**src/common/chan_sel_macros.svh**
```systemverilog
/*
 * channel down-selector sizing
 * stream widths, mask bank geometry and output FIFO depth
 */
`ifndef CHAN_SEL_MACROS_SVH
`define CHAN_SEL_MACROS_SVH

// sample stream
`define CS_DATA_W 32
`define CS_TUSER_W 24
`define CS_CHAN_W 11

// mask bank with 32 channels per word
`define CS_NUM_CHAN 256
`define CS_MASK_WORDS 8
`define CS_MASK_AW 3

// output FIFO
`define CS_FIFO_AW 5
`define CS_FIFO_AF 20

`endif

```
**src/common/chan_sel_pkg.sv**
```systemverilog
/*
 * channel down-selector types
 * user word seen either raw or split into frame info and channel
 */
`default_nettype none

`include "chan_sel_macros.svh"

package chan_sel_pkg;

    // channel number sits in the low bits of tuser
    typedef union packed {
        logic [`CS_TUSER_W-1:0] raw;
        struct packed {
            logic [`CS_TUSER_W-`CS_CHAN_W-1:0] frame_info;
            logic [`CS_CHAN_W-1:0] chan;
        } f;
    } tuser_u;

endpackage

`default_nettype wire

```
**src/common/mask_wr_if.sv**
```systemverilog
/*
 * mask write bus
 * word writes from the mask loader into the lookup bank,
 * plus the flag that a complete mask is in place
 */
`timescale 1ns/1ps
`default_nettype none

`include "chan_sel_macros.svh"

interface mask_wr_if;

    logic wr_en;
    logic [`CS_MASK_AW-1:0] wr_addr;
    logic [31:0] wr_data;
    logic load_done;

    modport loader (
        output wr_en,
        output wr_addr,
        output wr_data,
        output load_done
    );

    modport lookup (
        input wr_en,
        input wr_addr,
        input wr_data,
        input load_done
    );

endinterface

`default_nettype wire

```
**src/chan_downselect.sv**
```systemverilog
/*
 * channel down-selector top level
 * loads a channel mask from the select stream, then forwards
 * only the sample beats whose channel bit is set
 */
`timescale 1ns/1ps
`default_nettype none

`include "chan_sel_macros.svh"

module chan_downselect (
    input wire logic clk,
    input wire logic sync_reset,

    input wire logic select_valid,
    input wire logic [31:0] select_data,
    input wire logic select_last,
    output logic select_ready,

    input wire logic in_valid,
    input wire logic [`CS_DATA_W-1:0] in_data,
    input wire logic [`CS_TUSER_W-1:0] in_user,
    input wire logic in_last,
    input wire logic in_eob,
    output logic in_ready,

    output logic out_valid,
    output logic [`CS_DATA_W-1:0] out_data,
    output logic [`CS_TUSER_W-1:0] out_user,
    output logic out_last,
    output logic out_eob,
    input wire logic out_ready
);

    mask_wr_if wr_bus ();

    logic push;
    logic [`CS_DATA_W-1:0] push_data;
    logic [`CS_TUSER_W-1:0] push_user;
    logic push_last;
    logic push_eob;
    logic almost_full;

    mask_loader mask_loader_inst (
        .clk(clk),
        .sync_reset(sync_reset),
        .select_valid(select_valid),
        .select_data(select_data),
        .select_last(select_last),
        .select_ready(select_ready),
        .wr(wr_bus.loader)
    );

    mask_lookup mask_lookup_inst (
        .clk(clk),
        .sync_reset(sync_reset),
        .wr(wr_bus.lookup),
        .in_valid(in_valid),
        .in_data(in_data),
        .in_user(in_user),
        .in_last(in_last),
        .in_eob(in_eob),
        .in_ready(in_ready),
        .almost_full(almost_full),
        .push(push),
        .push_data(push_data),
        .push_user(push_user),
        .push_last(push_last),
        .push_eob(push_eob)
    );

    sample_fifo sample_fifo_inst (
        .clk(clk),
        .sync_reset(sync_reset),
        .push(push),
        .push_data(push_data),
        .push_user(push_user),
        .push_last(push_last),
        .push_eob(push_eob),
        .almost_full(almost_full),
        .out_valid(out_valid),
        .out_data(out_data),
        .out_user(out_user),
        .out_last(out_last),
        .out_eob(out_eob),
        .out_ready(out_ready)
    );

endmodule

`default_nettype wire

```
**src/mask_loader.sv**
```systemverilog
/*
 * mask loader
 * accepts mask words on the select port, numbers them from zero
 * for each new mask and writes them one cycle later.
 * load_done is held while a complete mask is in place
 */
`timescale 1ns/1ps
`default_nettype none

`include "chan_sel_macros.svh"

module mask_loader (
    input wire logic clk,
    input wire logic sync_reset,

    input wire logic select_valid,
    input wire logic [31:0] select_data,
    input wire logic select_last,
    output logic select_ready,

    mask_wr_if.loader wr
);

    localparam logic [1:0] IDLE = 2'd0;
    localparam logic [1:0] FILLING = 2'd1;
    localparam logic [1:0] LOADED = 2'd2;

    logic [1:0] state;
    logic [`CS_MASK_AW:0] word_cnt;
    logic select_take;
    logic new_mask;

    logic wr_en_q;
    logic [`CS_MASK_AW-1:0] wr_addr_q;
    logic [31:0] wr_data_q;

    assign select_take = select_valid & select_ready;
    // first word of a mask goes back to address 0
    assign new_mask = (state != FILLING);

    always_ff @(posedge clk or posedge sync_reset) begin
        if (sync_reset) begin
            state <= IDLE;
            select_ready <= 1'b0;
            word_cnt <= '0;
            wr_en_q <= 1'b0;
        end else begin
            select_ready <= 1'b1;
            wr_en_q <= 1'b0;
            if (select_take) begin
                if (new_mask) begin
                    word_cnt <= 1;
                    wr_en_q <= 1'b1;
                end else if (word_cnt < `CS_MASK_WORDS) begin
                    word_cnt <= word_cnt + 1'b1;
                    wr_en_q <= 1'b1;
                end
                // words past the bank end are simply not written
                state <= select_last ? LOADED : FILLING;
            end
        end
    end

    always_ff @(posedge clk) begin
        if (select_take) begin
            wr_addr_q <= new_mask ? '0 : word_cnt[`CS_MASK_AW-1:0];
            wr_data_q <= select_data;
        end
    end

    assign wr.wr_en = wr_en_q;
    assign wr.wr_addr = wr_addr_q;
    assign wr.wr_data = wr_data_q;
    assign wr.load_done = (state == LOADED);

endmodule

`default_nettype wire

```
**src/mask_lookup.sv**
```systemverilog
/*
 * mask lookup
 * holds the mask bank and runs each accepted beat through a
 * two-stage pipeline: fetch its mask word, then pick the channel
 * bit and push kept beats into the output FIFO
 */
`timescale 1ns/1ps
`default_nettype none

`include "chan_sel_macros.svh"

module mask_lookup (
    input wire logic clk,
    input wire logic sync_reset,

    mask_wr_if.lookup wr,

    input wire logic in_valid,
    input wire logic [`CS_DATA_W-1:0] in_data,
    input chan_sel_pkg::tuser_u in_user,
    input wire logic in_last,
    input wire logic in_eob,
    output logic in_ready,

    input wire logic almost_full,

    output logic push,
    output logic [`CS_DATA_W-1:0] push_data,
    output chan_sel_pkg::tuser_u push_user,
    output logic push_last,
    output logic push_eob
);

    import chan_sel_pkg::*;

    localparam int BIT_IDX_W = 5;

    logic [31:0] mask_mem [0:`CS_MASK_WORDS-1];
    logic take;
    logic [`CS_MASK_AW-1:0] word_addr;
    logic [31:0] word_fetch;

    logic s1_valid;
    logic s1_oor;
    logic [31:0] s1_word;
    logic [BIT_IDX_W-1:0] s1_bit;
    logic [`CS_DATA_W-1:0] s1_data;
    tuser_u s1_user;
    logic s1_last;
    logic s1_eob;

    assign in_ready = wr.load_done & ~almost_full;
    assign take = in_valid & in_ready;
    assign word_addr = in_user.f.chan[BIT_IDX_W+`CS_MASK_AW-1:BIT_IDX_W];

    // a word written this cycle is forwarded to the fetch
    assign word_fetch = (wr.wr_en && wr.wr_addr == word_addr) ? wr.wr_data
                                                              : mask_mem[word_addr];

    always_ff @(posedge clk or posedge sync_reset) begin
        if (sync_reset) begin
            for (int i = 0; i < `CS_MASK_WORDS; i++) begin
                mask_mem[i] <= '0;
            end
        end else if (wr.wr_en) begin
            mask_mem[wr.wr_addr] <= wr.wr_data;
        end
    end

    always_ff @(posedge clk or posedge sync_reset) begin
        if (sync_reset) begin
            s1_valid <= 1'b0;
            push <= 1'b0;
        end else begin
            s1_valid <= take;
            push <= s1_valid & ~s1_oor & s1_word[s1_bit];
        end
    end

    always_ff @(posedge clk) begin
        s1_word <= word_fetch;
        s1_oor <= (in_user.f.chan >= `CS_NUM_CHAN);
        s1_bit <= in_user.f.chan[BIT_IDX_W-1:0];
        s1_data <= in_data;
        s1_user <= in_user;
        s1_last <= in_last;
        s1_eob <= in_eob;

        push_data <= s1_data;
        push_user <= s1_user;
        push_last <= s1_last;
        push_eob <= s1_eob;
    end

endmodule

`default_nettype wire

```
**src/sample_fifo.sv**
```systemverilog
/*
 * output sample FIFO
 * stores kept beats and presents them through a registered
 * output stage. almost_full throttles the input early enough
 * to absorb the beats still in the lookup pipeline
 */
`timescale 1ns/1ps
`default_nettype none

`include "chan_sel_macros.svh"

module sample_fifo (
    input wire logic clk,
    input wire logic sync_reset,

    input wire logic push,
    input wire logic [`CS_DATA_W-1:0] push_data,
    input chan_sel_pkg::tuser_u push_user,
    input wire logic push_last,
    input wire logic push_eob,

    output logic almost_full,

    output logic out_valid,
    output logic [`CS_DATA_W-1:0] out_data,
    output chan_sel_pkg::tuser_u out_user,
    output logic out_last,
    output logic out_eob,
    input wire logic out_ready
);

    import chan_sel_pkg::*;

    localparam int DEPTH = 2 ** `CS_FIFO_AW;

    logic [`CS_DATA_W-1:0] mem_data [0:DEPTH-1];
    tuser_u mem_user [0:DEPTH-1];
    logic mem_last [0:DEPTH-1];
    logic mem_eob [0:DEPTH-1];

    logic [`CS_FIFO_AW-1:0] wr_ptr;
    logic [`CS_FIFO_AW-1:0] rd_ptr;
    logic [`CS_FIFO_AW:0] count;
    logic rd_en;

    // refill the output stage when it is empty or being taken
    assign rd_en = (count != 0) && (!out_valid || out_ready);
    assign almost_full = (count >= `CS_FIFO_AF);

    always_ff @(posedge clk or posedge sync_reset) begin
        if (sync_reset) begin
            wr_ptr <= '0;
            rd_ptr <= '0;
            count <= '0;
            out_valid <= 1'b0;
        end else begin
            if (push) begin
                wr_ptr <= wr_ptr + 1'b1;
            end
            if (rd_en) begin
                rd_ptr <= rd_ptr + 1'b1;
            end
            case ({push, rd_en})
                2'b10: count <= count + 1'b1;
                2'b01: count <= count - 1'b1;
                default: count <= count;
            endcase
            if (rd_en) begin
                out_valid <= 1'b1;
            end else if (out_ready) begin
                out_valid <= 1'b0;
            end
        end
    end

    always_ff @(posedge clk) begin
        if (push) begin
            mem_data[wr_ptr] <= push_data;
            mem_user[wr_ptr] <= push_user;
            mem_last[wr_ptr] <= push_last;
            mem_eob[wr_ptr] <= push_eob;
        end
    end

    // output stage
    always_ff @(posedge clk) begin
        if (rd_en) begin
            out_data <= mem_data[rd_ptr];
            out_user <= mem_user[rd_ptr];
            out_last <= mem_last[rd_ptr];
            out_eob <= mem_eob[rd_ptr];
        end
    end

endmodule

`default_nettype wire

```
**config.mk**
```make
export PLATFORM = sky130hd
export DESIGN_NAME = chan_downselect
export DESIGN_NICKNAME = d
export VERILOG_FILES = /design/src/common/chan_sel_pkg.sv /design/src/common/mask_wr_if.sv /design/src/chan_downselect.sv /design/src/mask_loader.sv /design/src/mask_lookup.sv /design/src/sample_fifo.sv
export VERILOG_INCLUDE_DIRS = /design/src /design/src/common
export SDC_FILE = /design/constraint.sdc
export NUM_CORES = 2
export LEC_CHECK = 0
export BUFFER_PORTS_ARGS = -buffer_cell sky130_fd_sc_hd__buf_2
export CORE_ASPECT_RATIO = 1.1
export CORE_MARGIN = 2
export CORE_UTILIZATION = 50
export DETAILED_ROUTE_END_ITERATION = 6
export PLACE_DENSITY = 0.66
export SLEW_MARGIN = 20
export SYNTH_ARGS = -nofsm -noshare
export SYNTH_HDL_FRONTEND = slang
export SYNTH_SLANG_ARGS = --single-unit
```
**constraint.sdc**
```tcl
create_clock -name clk -period 10.2 [get_ports clk]
set_input_delay 1.02 -clock clk [delete_from_list [all_inputs] [get_ports clk]]
set_output_delay 1.02 -clock clk [all_outputs]
set_load 0.05 [all_outputs]
```
==> impl_metrics.env <==
export IMPL_placed_cells=7088
export IMPL_outcome="complete, no violations"
export IMPL_power_switching_mw=7.63
export IMPL_clock_path_buffers=3
export IMPL_ys_flop_type="edfxtp_1"
export IMPL_drive_gt1_share_pct=25.0
export IMPL_clock_sinks=2381
export IMPL_grt_busiest_layer="met2"
export IMPL_critPathKind="reg2reg"
export IMPL_timing_slew_headroom_pct=22.8
export IMPL_layout_area_overhead_vs_synth_pct=12.6
export IMPL_grt_setup_unrepaired="no"
export IMPL_crit_fanout=142
export IMPL_cp_required_ns=10.81
export IMPL_cts_buffers=228
export IMPL_grt_pass1_vias=45200
export IMPL_tightest_slew_ns=1.16
export IMPL_ys_types=47
export IMPL_avgViaCountPerCell=6.00
export IMPL_synth_area_um2=90800
export IMPL_timing_final_crit_share_pct=40.8
export IMPL_synth_seq_cells=2381
export IMPL_initial_utilization_pct=50.1
export IMPL_final_cells=7526
export IMPL_min_path_type="in2reg"
export IMPL_cts_reportedPaths_clkPinSlew_ns=0.06
export IMPL_ys_seq_area_share_pct=75.6
export IMPL_grt_usage_pct=23.5
export IMPL_cap_violations=0
export IMPL_drtPass1Iterations=5
export IMPL_grtUsageMet3_pct=4.15
export IMPL_skew_ns=0.0773
export IMPL_fin_crit_ns=4.16
export IMPL_setup_viol=0
export IMPL_detail_route_antenna_nets=0
export IMPL_synth_edf_count=1949
export IMPL_rows=164
export IMPL_startpoint_type="flip-flop"
export IMPL_wire_per_inst_um=29.0
export IMPL_grt_antenna_before_repair=13
export IMPL_fin_util_pct=56.5
export IMPL_io_pins=157
export IMPL_cts_root_buffer="clkbuf_16"
export IMPL_vdd_drop_max_uv=294
export IMPL_synthArstFlopShare_pct=11.9
export IMPL_netlist_instances=4688
export IMPL_fmax_mhz=240
export IMPL_setup_tns_ns=0
export IMPL_p_int_mw=18.6
export IMPL_drc=0
export IMPL_h_tree_depth=4
export IMPL_finalMaxSlewViolations=0
export IMPL_ys_warn_count=0
export IMPL_use_met1_pct=32.5
export IMPL_initialDrtViolationCount=4463
export IMPL_dp_hpwl_um=108000
export IMPL_cts_tree="yes"
export IMPL_sw_frac_of_total_pct=29.1
export IMPL_synthesis_nets=4793
export IMPL_p_leak_nw=35.4
export IMPL_totalWireLength_um=218000
export IMPL_vias=45200
export IMPL_grt_overflow=0
export IMPL_avgSynthCellArea_um2=19.4
export IMPL_met2_usage_pct=38.5
export IMPL_cp_data_arrival_time_ns=4.77
export IMPL_globalplace_congestion=0.753
export IMPL_clkPwrFrac_pct=32.7
export IMPL_power_density_nw_per_um2=256
export IMPL_die_w_um=410
export IMPL_cts_repair_timing_setup_buffer_count=0
export IMPL_combPwrFrac_pct=23.1
export IMPL_ctsHoldBuffers=0
export IMPL_dieArea_um2=185000
export IMPL_grt_max_degree=194
export IMPL_nets=5019
export IMPL_io_buffers=156
export IMPL_design_core_area_um2=181000
export IMPL_cts_resized_gates=0
export IMPL_die_h_um=451
export IMPL_endpoint_kind="flip-flop"
export IMPL_grt_pass1_wl_um=314000
export IMPL_pwr_share_seq_pct=44.2
export IMPL_clock_latency_ns=0.89
export IMPL_hold_viol=0
-- cell usage after synthesis (2+ instances only) --
library cell	instances	area (µm²)
a21oi_1	153	766
a22oi_1	116	871
a31oi_1	3	18.8
and2_1	6	37.5
and3b_1	3	26.3
buf_1	19	71.3
buf_12	11	220
buf_2	113	566
buf_6	16	180
clkbuf_1	96	360
dfrtp_1	283	7080
dfxtp_1	149	2980
edfxtp_1	1949	58500
ha_1	9	113
inv_1	10	37.5
mux2_2	374	4210
mux2i_1	502	5020
mux4_1	30	788
mux4_2	273	6150
nand2_1	246	923
nand2b_1	4	25.0
nand3_1	118	591
nand3b_1	5	37.5
nand4_1	63	394
nand4b_1	4	35.0
nor2_1	75	282
nor2b_1	9	56.3
nor3_1	2	10.0
nor3b_2	2	25.0
o21ai_0	9	45.0
or2_2	2	12.5
or3_1	2	12.5
or3b_2	2	17.5
xnor2_1	10	87.6
xor2_1	8	70.1
-- cell usage in the layout, fill, tap and decap left out, drive strengths merged, types with 2 or more instances in the layout --
master	Yosys	layout
nand4	63	63
and2	6	6
clkinv	0	68
nor2b	9	9
nand3b	5	5
nand2	246	246
xor2	8	8
a22oi	116	116
or3b	2	2
nor3b	2	2
nand2b	4	4
a21oi	153	153
inv	10	16
dfrtp	283	283
or2	2	2
dfxtp	149	149
ha	9	9
a31oi	3	3
and3b	3	3
nand3	118	118
nor2	75	75
clkbuf	96	336
mux2i	502	502
buf	160	252
edfxtp	1949	1949
nand4b	4	4
or3	2	2
bufinv	0	18
clkinvlp	0	6
mux2	375	375
mux4	303	303
o21ai	9	9
xnor2	10	10
nor3	3	3
-- per-stage QoR --
step | hold slack (ns) | cell area (µm²) | power (mW) | worst slack (ns)
after floorplan | 0.310 | 90800 | 16.2 | 1.37
after global placement | 0.310 | 94200 | 17.7 | 6.11
after detailed placement | 0.312 | 94400 | 17.8 | 6.08
after CTS | 0.147 | 102000 | 26.3 | 6.09
after global routing | 0.170 | 102000 | 27.1 | 5.93
final | 0.223 | 102000 | 26.2 | 6.04
-- metal layers --
metal,part of all wire (%),vias to the layer above
met1,41,24000
met4,2.5,16
met3,7.3,349
met2,49,1722
li1,-,19100
met5,0.047,-
-- power by group through the flow --
stage          registers [mW]  clock network (mW)  logic (mW)
2_1_floorplan            11.9                   0        4.37
3_3_place_gp             11.7                   0        5.99
3_5_place_dp             11.8                   0        6.05
4_1_cts                  11.6                8.71        6.07
5_1_grt                  11.6                9.07        6.44
6_report                 11.6                8.56        6.05
-- final cells by class --
cell class / count / area [µm²]
antenna: 1 / 2.50
clock buffer: 336 / 6470
clock inverter: 98 / 1260
fill: 13500 / 78800
inverter: 10 / 45.0
multi-input combinational: 2041 / 21100
sequential: 2381 / 68600
tap: 2407 / 3010
timing repair buffer: 252 / 1720
-- worst max-delay path, cell delays in order (launching register included) --
cell and delay [ns]:
dfrtp_4 1.18, buf_12 0.60, buf_12 0.71, mux4_2 0.44, mux2_2 0.28, nand2_1 0.07, nand4_1 0.11
-- registers in the layout, indices dropped and copies added, names as in the netlist, 32 cells and up --
name                         cells
sample_fifo_inst.mem_user      768
mask_lookup_inst.s1_word        32
mask_lookup_inst.s1_data        32
sample_fifo_inst.mem_eob        32
sample_fifo_inst.out_data       32
sample_fifo_inst.mem_data     1024
mask_lookup_inst.mask_mem      256
mask_lookup_inst.push_data      32
mask_loader_inst.wr.wr_data     32
sample_fifo_inst.mem_last       32
-- path summary, 6_finish.rpt --
path / end / slack (ns) / from / depth (start not counted)
max: sample_fifo_inst.out_data[3] / 6.04 / sample_fifo_inst.rd_ptr[1] / 6
min: mask_lookup_inst.s1_data[15] / 0.22 / in_data[15] / 1
max reg2reg: sample_fifo_inst.out_data[3] / 6.04 / sample_fifo_inst.rd_ptr[1] / 6
min reg2reg: mask_lookup_inst.push_user[18] / 0.32 / mask_lookup_inst.s1_user[18] / 0
max in group asynchronous: mask_lookup_inst.mask_mem[1] / 8.37 / sync_reset / 4
min in group asynchronous: mask_lookup_inst.mask_mem[244] / 0.26 / sync_reset / 2
-- logic make-up (layout without fill, tap and decap cells) --
kind of cell / Yosys count / in the layout / synth area share (%)
buffers and inverters: 266 / 696 / 1.59
xor gates and xnor gates: 18 / 18 / 0.174
DFF: 2381 / 2381 / 75.6
and+or+nand+nor: 546 / 546 / 2.77
other: 1 / 2 / 0.00413
AOI/OAI and AO/OA: 287 / 287 / 1.93
muxes: 1180 / 1180 / 17.8
adders and majority gates: 9 / 9 / 0.124
Note: power is estimated with default switching activity, not from simulation.
